### src/verilog/event_pkg.sv
`default_nettype none

package event_pkg;

    //////////////////////////////////////////////////////////////////////
    // link side
    //////////////////////////////////////////////////////////////////////

    // readout board links feeding the builder
    parameter int NUM_LINKS   = 4;
    parameter int LINK_DATA_W = 32;

    // one bit per link (valid, ready, last, mask, count enables)
    typedef logic [NUM_LINKS-1:0] link_vec_t;

    //////////////////////////////////////////////////////////////////////
    // register bus
    //////////////////////////////////////////////////////////////////////

    parameter int REG_DATA_W = 32;
    // byte address, word index is bits 5:2 with bit 5 shadowed
    parameter int REG_ADDR_W = 6;
    parameter int REG_SEL_W  = REG_DATA_W / 8;

    // decoded word index, top address bit dropped
    typedef enum logic [2:0] {
        REG_CTRL0  = 3'd0,
        REG_CTRL1  = 3'd1,
        REG_CTRL2  = 3'd2,
        REG_CTRL3  = 3'd3,
        REG_COUNT0 = 3'd4,
        REG_COUNT1 = 3'd5,
        REG_COUNT2 = 3'd6,
        REG_COUNT3 = 3'd7
    } reg_index_e;

    // control word layout
    parameter int CTRL_RESET_BIT = 0;
    parameter int CTRL_MASK_LSB  = 8;

endpackage

`default_nettype wire

### src/verilog/event_builder_top.sv
`timescale 1ns/10ps
`default_nettype none

module event_builder_top #(
    parameter int DATA_W = event_pkg::LINK_DATA_W
) (
    input  wire                                            aclk,
    input  wire                                            rst_n_i,
    // register bus
    input  wire                                            wb_cyc_i,
    input  wire                                            wb_stb_i,
    input  wire                                            wb_we_i,
    input  wire [event_pkg::REG_ADDR_W-1:0]                wb_adr_i,
    input  wire [event_pkg::REG_SEL_W-1:0]                 wb_sel_i,
    input  wire [event_pkg::REG_DATA_W-1:0]                wb_dat_i,
    output logic [event_pkg::REG_DATA_W-1:0]               wb_dat_o,
    output logic                                           wb_ack_o,
    // event acceptance level
    input  wire                                            event_open_i,
    // incoming links
    input  wire [event_pkg::NUM_LINKS-1:0][DATA_W-1:0]     s_link_tdata_i,
    input  event_pkg::link_vec_t                           s_link_tvalid_i,
    input  event_pkg::link_vec_t                           s_link_tlast_i,
    output event_pkg::link_vec_t                           s_link_tready_o,
    // forwarded links
    output logic [event_pkg::NUM_LINKS-1:0][DATA_W-1:0]    m_link_tdata_o,
    output event_pkg::link_vec_t                           m_link_tvalid_o,
    output event_pkg::link_vec_t                           m_link_tlast_o,
    input  event_pkg::link_vec_t                           m_link_tready_i,
    output logic                                           start_event_o
);

    import event_pkg::*;

    // counters are read whole over the register bus
    localparam int COUNT_W = REG_DATA_W;

    logic               event_reset;
    link_vec_t          link_mask;
    link_vec_t          in_beat;
    link_vec_t          last_beat;
    logic [COUNT_W-1:0] count0;
    logic [COUNT_W-1:0] count1;
    logic [COUNT_W-1:0] count2;
    logic [COUNT_W-1:0] count3;

    event_ctrl_regs event_ctrl_regs_i (
        .aclk          (aclk),
        .rst_n_i       (rst_n_i),
        .wb_cyc_i      (wb_cyc_i),
        .wb_stb_i      (wb_stb_i),
        .wb_we_i       (wb_we_i),
        .wb_adr_i      (wb_adr_i),
        .wb_sel_i      (wb_sel_i),
        .wb_dat_i      (wb_dat_i),
        .wb_dat_o      (wb_dat_o),
        .wb_ack_o      (wb_ack_o),
        .count0_i      (count0),
        .count1_i      (count1),
        .count2_i      (count2),
        .count3_i      (count3),
        .event_reset_o (event_reset),
        .link_mask_o   (link_mask)
    );

    event_link_stats #(
        .COUNT_W (COUNT_W)
    ) event_link_stats_i (
        .aclk          (aclk),
        .rst_n_i       (rst_n_i),
        .event_reset_i (event_reset),
        .beat_i        (in_beat),
        .count0_o      (count0),
        .count1_o      (count1),
        .count2_o      (count2),
        .count3_o      (count3)
    );

    event_link_gate #(
        .DATA_W (DATA_W)
    ) event_link_gate_i (
        .aclk            (aclk),
        .rst_n_i         (rst_n_i),
        .event_open_i    (event_open_i),
        .event_reset_i   (event_reset),
        .s_link_tdata_i  (s_link_tdata_i),
        .s_link_tvalid_i (s_link_tvalid_i),
        .s_link_tlast_i  (s_link_tlast_i),
        .s_link_tready_o (s_link_tready_o),
        .m_link_tdata_o  (m_link_tdata_o),
        .m_link_tvalid_o (m_link_tvalid_o),
        .m_link_tlast_o  (m_link_tlast_o),
        .m_link_tready_i (m_link_tready_i),
        .in_beat_o       (in_beat),
        .last_beat_o     (last_beat)
    );

    event_start_detect event_start_detect_i (
        .aclk          (aclk),
        .rst_n_i       (rst_n_i),
        .event_reset_i (event_reset),
        .last_beat_i   (last_beat),
        .link_mask_i   (link_mask),
        .start_event_o (start_event_o)
    );

endmodule

`default_nettype wire

### src/verilog/event_ctrl_regs.sv
`timescale 1ns/10ps
`default_nettype none

module event_ctrl_regs (
    input  wire                               aclk,
    input  wire                               rst_n_i,
    // register bus
    input  wire                               wb_cyc_i,
    input  wire                               wb_stb_i,
    input  wire                               wb_we_i,
    input  wire [event_pkg::REG_ADDR_W-1:0]   wb_adr_i,
    input  wire [event_pkg::REG_SEL_W-1:0]    wb_sel_i,
    input  wire [event_pkg::REG_DATA_W-1:0]   wb_dat_i,
    output logic [event_pkg::REG_DATA_W-1:0]  wb_dat_o,
    output logic                              wb_ack_o,
    // beat counters from the statistics block
    input  wire [31:0]                        count0_i,
    input  wire [31:0]                        count1_i,
    input  wire [31:0]                        count2_i,
    input  wire [31:0]                        count3_i,
    // control outputs
    output logic                              event_reset_o,
    output event_pkg::link_vec_t              link_mask_o
);

    import event_pkg::*;

    logic                  req;
    logic                  ack_q;
    logic                  wr_commit;
    reg_index_e            reg_idx;
    logic [REG_DATA_W-1:0] ctrl_word;
    logic [REG_DATA_W-1:0] rd_data;
    logic [REG_DATA_W-1:0] dat_q;
    logic                  event_reset_q;
    link_vec_t             link_mask_q;

    //////////////////////////////////////////////////////////////////////
    // bus decode
    //////////////////////////////////////////////////////////////////////

    assign req = wb_cyc_i && wb_stb_i;

    // bit 5 is ignored so the upper half of the map mirrors the lower
    assign reg_idx = reg_index_e'(wb_adr_i[4:2]);

    // ack goes out one cycle after the request is presented
    assign wb_ack_o = ack_q && wb_cyc_i;

    // writes land on the edge where the master sees ack
    assign wr_commit = req && wb_ack_o && wb_we_i;

    //////////////////////////////////////////////////////////////////////
    // read side
    //////////////////////////////////////////////////////////////////////

    always_comb begin
        ctrl_word = '0;
        ctrl_word[CTRL_RESET_BIT] = event_reset_q;
        ctrl_word[CTRL_MASK_LSB +: NUM_LINKS] = link_mask_q;
    end

    always_comb begin
        case (reg_idx)
            REG_CTRL0, REG_CTRL1,
            REG_CTRL2, REG_CTRL3: rd_data = ctrl_word;
            REG_COUNT0:           rd_data = count0_i;
            REG_COUNT1:           rd_data = count1_i;
            REG_COUNT2:           rd_data = count2_i;
            REG_COUNT3:           rd_data = count3_i;
            default:              rd_data = ctrl_word;
        endcase
    end

    // capture in the request cycle, held while ack is up
    always_ff @(posedge aclk) begin
        if (req && !ack_q) begin
            dat_q <= rd_data;
        end
    end

    assign wb_dat_o = dat_q;

    //////////////////////////////////////////////////////////////////////
    // ack and control state
    //////////////////////////////////////////////////////////////////////

    always_ff @(posedge aclk or negedge rst_n_i) begin
        if (!rst_n_i) begin
            ack_q         <= 1'b0;
            event_reset_q <= 1'b0;
            link_mask_q   <= '0;
        end else begin
            ack_q <= req;
            if (wr_commit) begin
                // byte lane 0 holds the reset bit, lane 1 the mask
                if (wb_sel_i[0]) begin
                    event_reset_q <= wb_dat_i[CTRL_RESET_BIT];
                end
                if (wb_sel_i[1]) begin
                    link_mask_q <= wb_dat_i[CTRL_MASK_LSB +: NUM_LINKS];
                end
            end
        end
    end

    assign event_reset_o = event_reset_q;
    assign link_mask_o   = link_mask_q;

endmodule

`default_nettype wire

### src/verilog/event_link_gate.sv
`timescale 1ns/10ps
`default_nettype none

module event_link_gate #(
    parameter int DATA_W = 32
) (
    input  wire                                            aclk,
    input  wire                                            rst_n_i,
    // event_open_i comes from another clock domain
    input  wire                                            event_open_i,
    input  wire                                            event_reset_i,
    // links from the readout boards
    input  wire [event_pkg::NUM_LINKS-1:0][DATA_W-1:0]     s_link_tdata_i,
    input  event_pkg::link_vec_t                           s_link_tvalid_i,
    input  event_pkg::link_vec_t                           s_link_tlast_i,
    output event_pkg::link_vec_t                           s_link_tready_o,
    // forwarded links
    output logic [event_pkg::NUM_LINKS-1:0][DATA_W-1:0]    m_link_tdata_o,
    output event_pkg::link_vec_t                           m_link_tvalid_o,
    output event_pkg::link_vec_t                           m_link_tlast_o,
    input  event_pkg::link_vec_t                           m_link_tready_i,
    // handshake reports
    output event_pkg::link_vec_t                           in_beat_o,
    output event_pkg::link_vec_t                           last_beat_o
);

    import event_pkg::*;

    logic open_meta_q;
    logic open_q;
    logic accepting;

    //////////////////////////////////////////////////////////////////////
    // event_open synchronizer
    //////////////////////////////////////////////////////////////////////

    always_ff @(posedge aclk or negedge rst_n_i) begin
        if (!rst_n_i) begin
            open_meta_q <= 1'b0;
            open_q      <= 1'b0;
        end else begin
            open_meta_q <= event_open_i;
            open_q      <= open_meta_q;
        end
    end

    //////////////////////////////////////////////////////////////////////
    // discard or forward
    //////////////////////////////////////////////////////////////////////

    assign accepting = open_q && !event_reset_i;

    // closed links swallow every beat by holding ready high
    assign m_link_tvalid_o = s_link_tvalid_i & {NUM_LINKS{accepting}};
    assign s_link_tready_o = m_link_tready_i | {NUM_LINKS{!accepting}};

    // payload is untouched either way
    assign m_link_tdata_o = s_link_tdata_i;
    assign m_link_tlast_o = s_link_tlast_i;

    // every taken beat counts, only forwarded lasts start events
    assign in_beat_o   = s_link_tvalid_i & s_link_tready_o;
    assign last_beat_o = m_link_tvalid_o & m_link_tready_i & s_link_tlast_i;

endmodule

`default_nettype wire

### src/verilog/event_link_stats.sv
`timescale 1ns/10ps
`default_nettype none

module event_link_stats #(
    parameter int COUNT_W = 32
) (
    input  wire                  aclk,
    input  wire                  rst_n_i,
    input  wire                  event_reset_i,
    // one strobe per input handshake, forwarded or discarded
    input  event_pkg::link_vec_t beat_i,
    output logic [COUNT_W-1:0]   count0_o,
    output logic [COUNT_W-1:0]   count1_o,
    output logic [COUNT_W-1:0]   count2_o,
    output logic [COUNT_W-1:0]   count3_o
);

    import event_pkg::*;

    logic [COUNT_W-1:0] count_q [NUM_LINKS];

    //////////////////////////////////////////////////////////////////////
    // beat counters
    //////////////////////////////////////////////////////////////////////

    // counters wrap, and stay cleared while the soft reset is set
    always_ff @(posedge aclk or negedge rst_n_i) begin
        if (!rst_n_i) begin
            for (int i = 0; i < NUM_LINKS; i++) begin
                count_q[i] <= '0;
            end
        end else if (event_reset_i) begin
            for (int i = 0; i < NUM_LINKS; i++) begin
                count_q[i] <= '0;
            end
        end else begin
            for (int i = 0; i < NUM_LINKS; i++) begin
                if (beat_i[i]) begin
                    count_q[i] <= count_q[i] + COUNT_W'(1);
                end
            end
        end
    end

    assign count0_o = count_q[0];
    assign count1_o = count_q[1];
    assign count2_o = count_q[2];
    assign count3_o = count_q[3];

endmodule

`default_nettype wire

### src/verilog/event_start_detect.sv
`timescale 1ns/10ps
`default_nettype none

module event_start_detect (
    input  wire                  aclk,
    input  wire                  rst_n_i,
    input  wire                  event_reset_i,
    // forwarded last beats, one bit per link
    input  event_pkg::link_vec_t last_beat_i,
    // a set bit removes the link from start selection
    input  event_pkg::link_vec_t link_mask_i,
    output logic                 start_event_o
);

    import event_pkg::*;

    link_vec_t last_q;
    logic      found;
    logic      pick;
    logic      start_q;

    //////////////////////////////////////////////////////////////////////
    // priority select
    //////////////////////////////////////////////////////////////////////

    // the lowest unmasked link decides, all masked gives nothing
    always_comb begin
        found = 1'b0;
        pick  = 1'b0;
        for (int i = 0; i < NUM_LINKS; i++) begin
            if (!found && !link_mask_i[i]) begin
                pick  = last_q[i];
                found = 1'b1;
            end
        end
    end

    //////////////////////////////////////////////////////////////////////
    // pipeline
    //////////////////////////////////////////////////////////////////////

    // stage one holds the detected lasts, stage two the pulse
    always_ff @(posedge aclk or negedge rst_n_i) begin
        if (!rst_n_i) begin
            last_q  <= '0;
            start_q <= 1'b0;
        end else if (event_reset_i) begin
            last_q  <= '0;
            start_q <= 1'b0;
        end else begin
            last_q  <= last_beat_i;
            start_q <= pick;
        end
    end

    assign start_event_o = start_q;

endmodule

`default_nettype wire
### config.mk
export PLATFORM = sky130hd
export DESIGN_NAME = event_builder_top
export DESIGN_NICKNAME = d
export VERILOG_FILES = /design/src/verilog/event_pkg.sv /design/src/verilog/event_builder_top.sv /design/src/verilog/event_ctrl_regs.sv /design/src/verilog/event_link_gate.sv /design/src/verilog/event_link_stats.sv /design/src/verilog/event_start_detect.sv
export SDC_FILE = /design/constraint.sdc
export NUM_CORES = 1
export LEC_CHECK = 0
export BUFFER_PORTS_ARGS = -buffer_cell sky130_fd_sc_hd__buf_2
export CAP_MARGIN = 20
export CORE_UTILIZATION = 51
export CTS_CLUSTER_DIAMETER = 60
export DETAILED_ROUTE_END_ITERATION = 10
export PLACE_DENSITY = 0.81
export REMOVE_ABC_BUFFERS = 1
export SETUP_SLACK_MARGIN = 0.3
export SLEW_MARGIN = 5
export SYNTH_ARGS = -nofsm -noshare
export SYNTH_HDL_FRONTEND = slang
export SYNTH_HIERARCHICAL = 1
export SYNTH_SLANG_ARGS = --single-unit
### constraint.sdc
create_clock -name aclk -period 2.85 [get_ports aclk]
set_input_delay 0.57 -clock aclk [delete_from_list [all_inputs] [get_ports aclk]]
set_output_delay 0.57 -clock aclk [all_outputs]
set_load 0.005 [all_outputs]
Word level (Yosys, flattened, before mapping)
Index checks and enable logic that the tools add are counted.
Storage, ports and cells
  register bits: 173
Cells by class
  $add $sub $neg: 4
  multiplexer cells: 15
  bitwise gates (word level): 5
  reduce and logical (&&, ||, !) cells: 25
  equality and inequality tests: 7
Operator list (number)
  32-bit case mux with 5 select lines: 1
  32-bit by 1-bit adder with 32-bit output (second input constant): 4
  128-bit two-way mux: 1
  32-bit two-way mux: 4
  4-bit AND: 4
  3-bit == test (second input constant): 4
  1-bit logical AND: 9
  1-bit zero test: 8
  1-bit two-way mux: 8
  2-bit nonzero test: 4
  3-bit by 2-bit == test with 1-bit output (second input constant): 2
  4-bit two-way mux: 1
  4-bit bitwise OR: 1
  2-bit AND reduction: 2
  4-bit OR reduction: 1
  3-bit by 1-bit == test with 1-bit output (second input constant): 1
  3-bit zero test: 1

Logic depth before layout (Yosys ltp)
  depth in word-level cells: 10
  mapped depth: 9

Hierarchy
The synthesis kept the hierarchy.
Modules (own cells, without submodules)
  event_link_stats: cells an instance 714, area each 6702.7 um^2, instances 1
  event_ctrl_regs: cells an instance 136, area each 2255.9 um^2, instances 1
  event_link_gate: cells an instance 153, area each 1177.4 um^2, instances 1
  event_start_detect: cells an instance 16, area each 207.7 um^2, instances 1

Worst setup path before layout
OpenSTA, ideal clock, no wires.
  path kind: input port to flip-flop
  from: in wb_cyc_i
  to: reg event_ctrl_regs_i.dat_q[0], in the netlist event_ctrl_regs_i/wb_dat_o[0], enable pin
  required time: 2425 ps
  setup slack: 263 ps
  library setup time: 425 ps
  stages: 2
  data arrival time: 2162 ps
  cells stage by stage: and2_1 > nor2b_1
Between the ends
  longest elaborated chain between the ends: 2
RTL lines
  start, declared: RTL line event_builder_top.sv:10  | input wire wb_cyc_i,
  1-bit logical AND: RTL line event_ctrl_regs.sv:42  | assign req = wb_cyc_i && wb_stb_i;
  1-bit logical AND: RTL line event_ctrl_regs.sv:77  | if (req && !ack_q) begin
  end signal, assigned: RTL line event_ctrl_regs.sv:78  | dat_q <= rd_data;
  end, declared: RTL line event_ctrl_regs.sv:34  | logic [REG_DATA_W-1:0] dat_q;
Every way passes these cells.
A chain may end at the register's enable or synchronous reset.

Final worst setup path
  from: reg event_link_gate_i.open_q
  to: reg event_link_stats_i.count_q (netlist bit event_link_stats_i/count3_o[27])
Between the ends
  longest elaborated chain between the ends: 5
RTL lines
  start, declared: RTL line event_link_gate.sv:30  | logic open_q;
  start signal, assigned: RTL line event_link_gate.sv:43  | open_q <= open_meta_q;
  1-bit logical AND: RTL line event_link_gate.sv:51  | assign accepting = open_q && !event_reset_i;
  1-bit zero test: RTL line event_link_gate.sv:55  | assign s_link_tready_o = m_link_tready_i | {NUM_LINKS{!accepting}};
  4-bit bitwise OR: RTL line event_link_gate.sv:55
  4-bit AND: RTL line event_link_gate.sv:62  | assign in_beat_o = s_link_tvalid_i & s_link_tready_o;
  net in_beat[3]: RTL line event_builder_top.sv:40  | link_vec_t in_beat;
  2-bit nonzero test (no source line)
  end signal, assigned by index: RTL line event_link_stats.sv:39  | count_q[i] <= count_q[i] + COUNT_W'(1);
  end, declared: RTL line event_link_stats.sv:20  | logic [COUNT_W-1:0] count_q [NUM_LINKS];
The timed path passes the listed nets, and every way through them passes these cells.

==> run_results.csv <==
group,metric,value,unit
timing,setup_repair_after_global_routing_missed_its_margin,"true",
die,fp-row-count,51,
critical_path,crit_family,"simple AND/OR/NAND/NOR gates",
yosys,synth-seq-area-share,43.4,%
clock_tree,cts.clk_slew.worst_paths,70,ps
routing,drc_errors,0,
placed_design,dp.cells,1198,
clock_tree,post_cts_hold_buffer_count,0,
clock_tree,postCtsSetupBuffers,0,
clock_tree,number_of_cts_inserted_buffers,17,
yosys,synth-edff-count,32,
die,die_height,144,um
grt,grt_first_pass_wirelength,60.1,mm
critical_path,timing.critical_path.fanout_max,16,
clock_tree,ctsRootBufferMaster,"sky130_fd_sc_hd__clkbuf_16",
grt,first_global_vias,7634,
power,total_leakage_power,4.19,nW
yosys,synth.lib_cells_used.distinct,52,
routing,met2WireLength,19.2,mm
critical_path,worst_path_most_repeated_cell,"sky130_fd_sc_hd__or4_1",
grt,globalRouteTotalUtil,43.8,%
routing,wl_met1,12.3,mm
routing,wl,44.7,mm
die,starting_utilization_of_the_core_area,52.6,%
critical_path,critical_path.n_buffers_inverters,1,
placed_design,place.port_buffers,73,
yosys,synthDominantAreaCellType,"sky130_fd_sc_hd__dfrtp_1",
timing,share_of_the_clock_period_used_by_the_worst_path,88.2,%
die,fp.dieW,144,um
routing,ant_nets,0,
yosys,ys_top_cells_by_area,"sky130_fd_sc_hd__dfrtp_1 (34%), sky130_fd_sc_hd__buf_4 (9.7%), sky130_fd_sc_hd__edfxtp_1 (9.3%)",
placed_design,gp_congestion,1.05,
die,area_of_the_core_region,19700,um2
cells_and_area,seq_area,4490,um2
clock_tree,cts-htree-levels,4,
yosys,dominantRegCellSynth,"sky130_fd_sc_hd__dfrtp_1",
clock_tree,insertion_delay_to_the_later_sink_of_the_worst_skew_pair,430,ps
critical_path,critical-path-slowest-cell,"sky130_fd_sc_hd__or4_1",
timing,setup_slack,337,ps
power,ir_worst_vdd,0.449,mV
routing,routed-via-count,8366,
timing,setup_violations,0,
routing,dr.pass1.iters,7,
routing,highest-signal-layer,"met5",
cells_and_area,syn_to_final_growth,3.46,%
routing,drt-initial-drc-count,1087,
critical_path,timing.critical_path.to_type,"register",
die,floorplan.io_pins,362,
cells_and_area,final_net_count,1144,
cells_and_area,most-common-layout-cells,"sky130_fd_sc_hd__dfrtp_1 (140), sky130_fd_sc_hd__buf_2 (72), sky130_fd_sc_hd__a21oi_1 (67), sky130_fd_sc_hd__nor2_1 (62), sky130_fd_sc_hd__nand2_1 (54)",
critical_path,timing.critical_path.cells,"or2b_4 -> o21a_1 -> nand4_4 -> or4_1 -> buf_4 -> or4_1 -> a21oi_1",
timing,relSlewSlack,52.2,%
clock_tree,cts_tree,"built",
hold_path,worst_hold_path_type,"input port to async pin",
cells_and_area,drive_gt1_share,20.9,%
cells_and_area,fill_cells,1708,
critical_path,slowest_delay,530,ps
routing,wl_met3,9.98,mm
yosys,post_synth_inst_count,1019,
critical_path,critical_path_class,"register to register",
yosys,avgSynthCellArea,10.2,um2
critical_path,worstPathRequired,3200,ps
cells_and_area,post_layout_nonfiller_instances,1230,
clock_tree,cts_buffer_depth,2,
routing,viasPerCell,6.80,
yosys,share_of_the_synthesized_area_in_the_top_cell_type,34.1,%
timing,hold_violations,0,
yosys,postSynthRegisterBits,173,
yosys,synth.yosys.warnings,6,
timing,period_minus_slack,2510,ps
timing,whs,58.0,ps
power,design_power_total,0.00627,W
grt,gr-total-overflow,0,
critical_path,endpoint_arrival_time_on_the_critical_path,2870,ps
power,power.density,586,nW/um2
critical_path,start_kind,"register",
cells_and_area,multiInputGateArea,4550,um2
die,fp.dieArea,20900,um2
yosys,post_synth_instance_area,10300,um2
status,status,"completed",
cells_and_area,layout.cells.most_common,"sky130_fd_sc_hd__dfrtp_1",
cells_and_area,post_route_utilization,54.4,%
placed_design,hpwlAfterDp,36.1,mm
cells_and_area,antennaDiodeCount,0,
run,max_cap_violations,0,
grt,pin_count_of_the_biggest_net_entering_global_routing,82,
yosys,asyncSetResetFlopFracSynth,81.5,%
timing,fmaxAchievable,398,MHz
grt,antenna_found_initial,0,
placed_design,place_ws,173,ps
timing,slew_violations,0,
timing,fin_worst_skew,8.63,ps
routing,wl_cell,36.4,um
timing,timing_worst_slew_pin_value,718,ps
clock_tree,numClockSinks,173,
layer usage:
metal | up-vias | global-route usage [%]
met3 | 153 | 39.9
met4 | 4 | 26.1
li1 | 3461 | -
met1 | 4034 | 38.8
met5 | - | 5.76
met2 | 714 | 64.5
stage by stage:
stage	instance area [um2]	TNS, ps
floorplan	9080	-189700
detailed placement	10000	0
global placement	10000	0
finish	10700	0
CTS	10700	0
global route	10700	0
report_power, final:
part,total (W),internal (W),switching [W]
combinational,0.000762,0.000307,0.000455
sequential,0.00291,0.00267,0.000240
clock,0.00259,0.00159,0.00101
total,0.00627,0.00457,0.00170
what timing repair did:
item	4_1_cts	5_1_grt
endpoints found under the setup margin	8	36
gates resized for setup	2	8
endpoints found under the hold margin	0	0
worst reg2reg max path: stages (launching register included):
cell,delay [ps]
sky130_fd_sc_hd__dfrtp_1,380
sky130_fd_sc_hd__or2b_4,230
sky130_fd_sc_hd__o21a_1,190
sky130_fd_sc_hd__nand4_4,190
sky130_fd_sc_hd__or4_1,520
sky130_fd_sc_hd__buf_4,220
sky130_fd_sc_hd__or4_1,540
sky130_fd_sc_hd__a21oi_1,180
synth_stat cells (all sizes together) (5+ instances only):
master and instances:
nor4 14, and2 33, nand2 54, nand3 33, nor2b 15, and4 17
or4 53, inv 17, o22ai 5, a31oi 5, edfxtp 32, or3 26
nand4 33, xnor2 28, nand2b 5, clkbuf 34, buf 152, xor2 16
o21ai 26, mux4 27, a21oi 67, nor3 17, mux2 23, mux2i 9
nor2 63, and3 8, o31ai 39, dfrtp 141
layout make-up:
type	instances	area share, %
Inverter	17	0.596
Multi-Input combinational cell	643	42.5
Tap cell	265	3.10
Sequential cell	173	42.0
Clock buffer	19	4.14
Clock inverter	13	2.00
Timing Repair Buffer	100	5.67
registers in the layout (all words and copies together), names as in the netlist:
| signal | flops |
|---|---|
| event_ctrl_regs_i/link_mask_o | 4 |
| event_link_gate_i/open_meta_q | 1 |
| event_ctrl_regs_i/wb_dat_o | 32 |
| event_link_stats_i/count0_o | 32 |
| event_ctrl_regs_i/event_reset_o | 1 |
| event_link_stats_i/count3_o | 32 |
| event_start_detect_i/start_event_o | 1 |
| event_ctrl_regs_i/ack_q | 1 |
| event_link_stats_i/count2_o | 32 |
| event_start_detect_i/last_q | 4 |
| event_link_gate_i/open_q | 1 |
| event_link_stats_i/count1_o | 32 |
path summary, 6_finish.rpt:
check	from	endpoint	slack [ps]	cells past startpoint
max in group asynchronous	rst_n_i	event_link_stats_i/count1_o[29]$_DFFE_PN0P_	2070	2
max	event_link_gate_i/open_q$_DFF_PN0_	event_link_stats_i/count3_o[27]$_DFFE_PN0P_	340	7
min reg2reg	event_link_gate_i/open_meta_q$_DFF_PN0_	event_link_gate_i/open_q$_DFF_PN0_	360	0
max reg2reg	event_link_gate_i/open_q$_DFF_PN0_	event_link_stats_i/count3_o[27]$_DFFE_PN0P_	340	7
min	rst_n_i	event_start_detect_i/last_q[3]$_DFF_PN0_	60	1
min in group aclk	event_open_i	event_link_gate_i/open_meta_q$_DFF_PN0_	240	1
cells by family (layout without fill, tap and decap cells):
kind of cell,count (synthesis),in the layout,synth area share (%)
AND/OR/NAND/NOR,386,386,21.7
buffers and inverters,203,149,12.9
flip-flops,173,173,43.4
AO/OA/AOI/OAI,150,150,8.56
multiplexers,59,59,9.29
XOR/XNOR,44,44,3.73
adder cells (fa/ha/maj),4,4,0.484
Power figures use the tool's default switching activity.
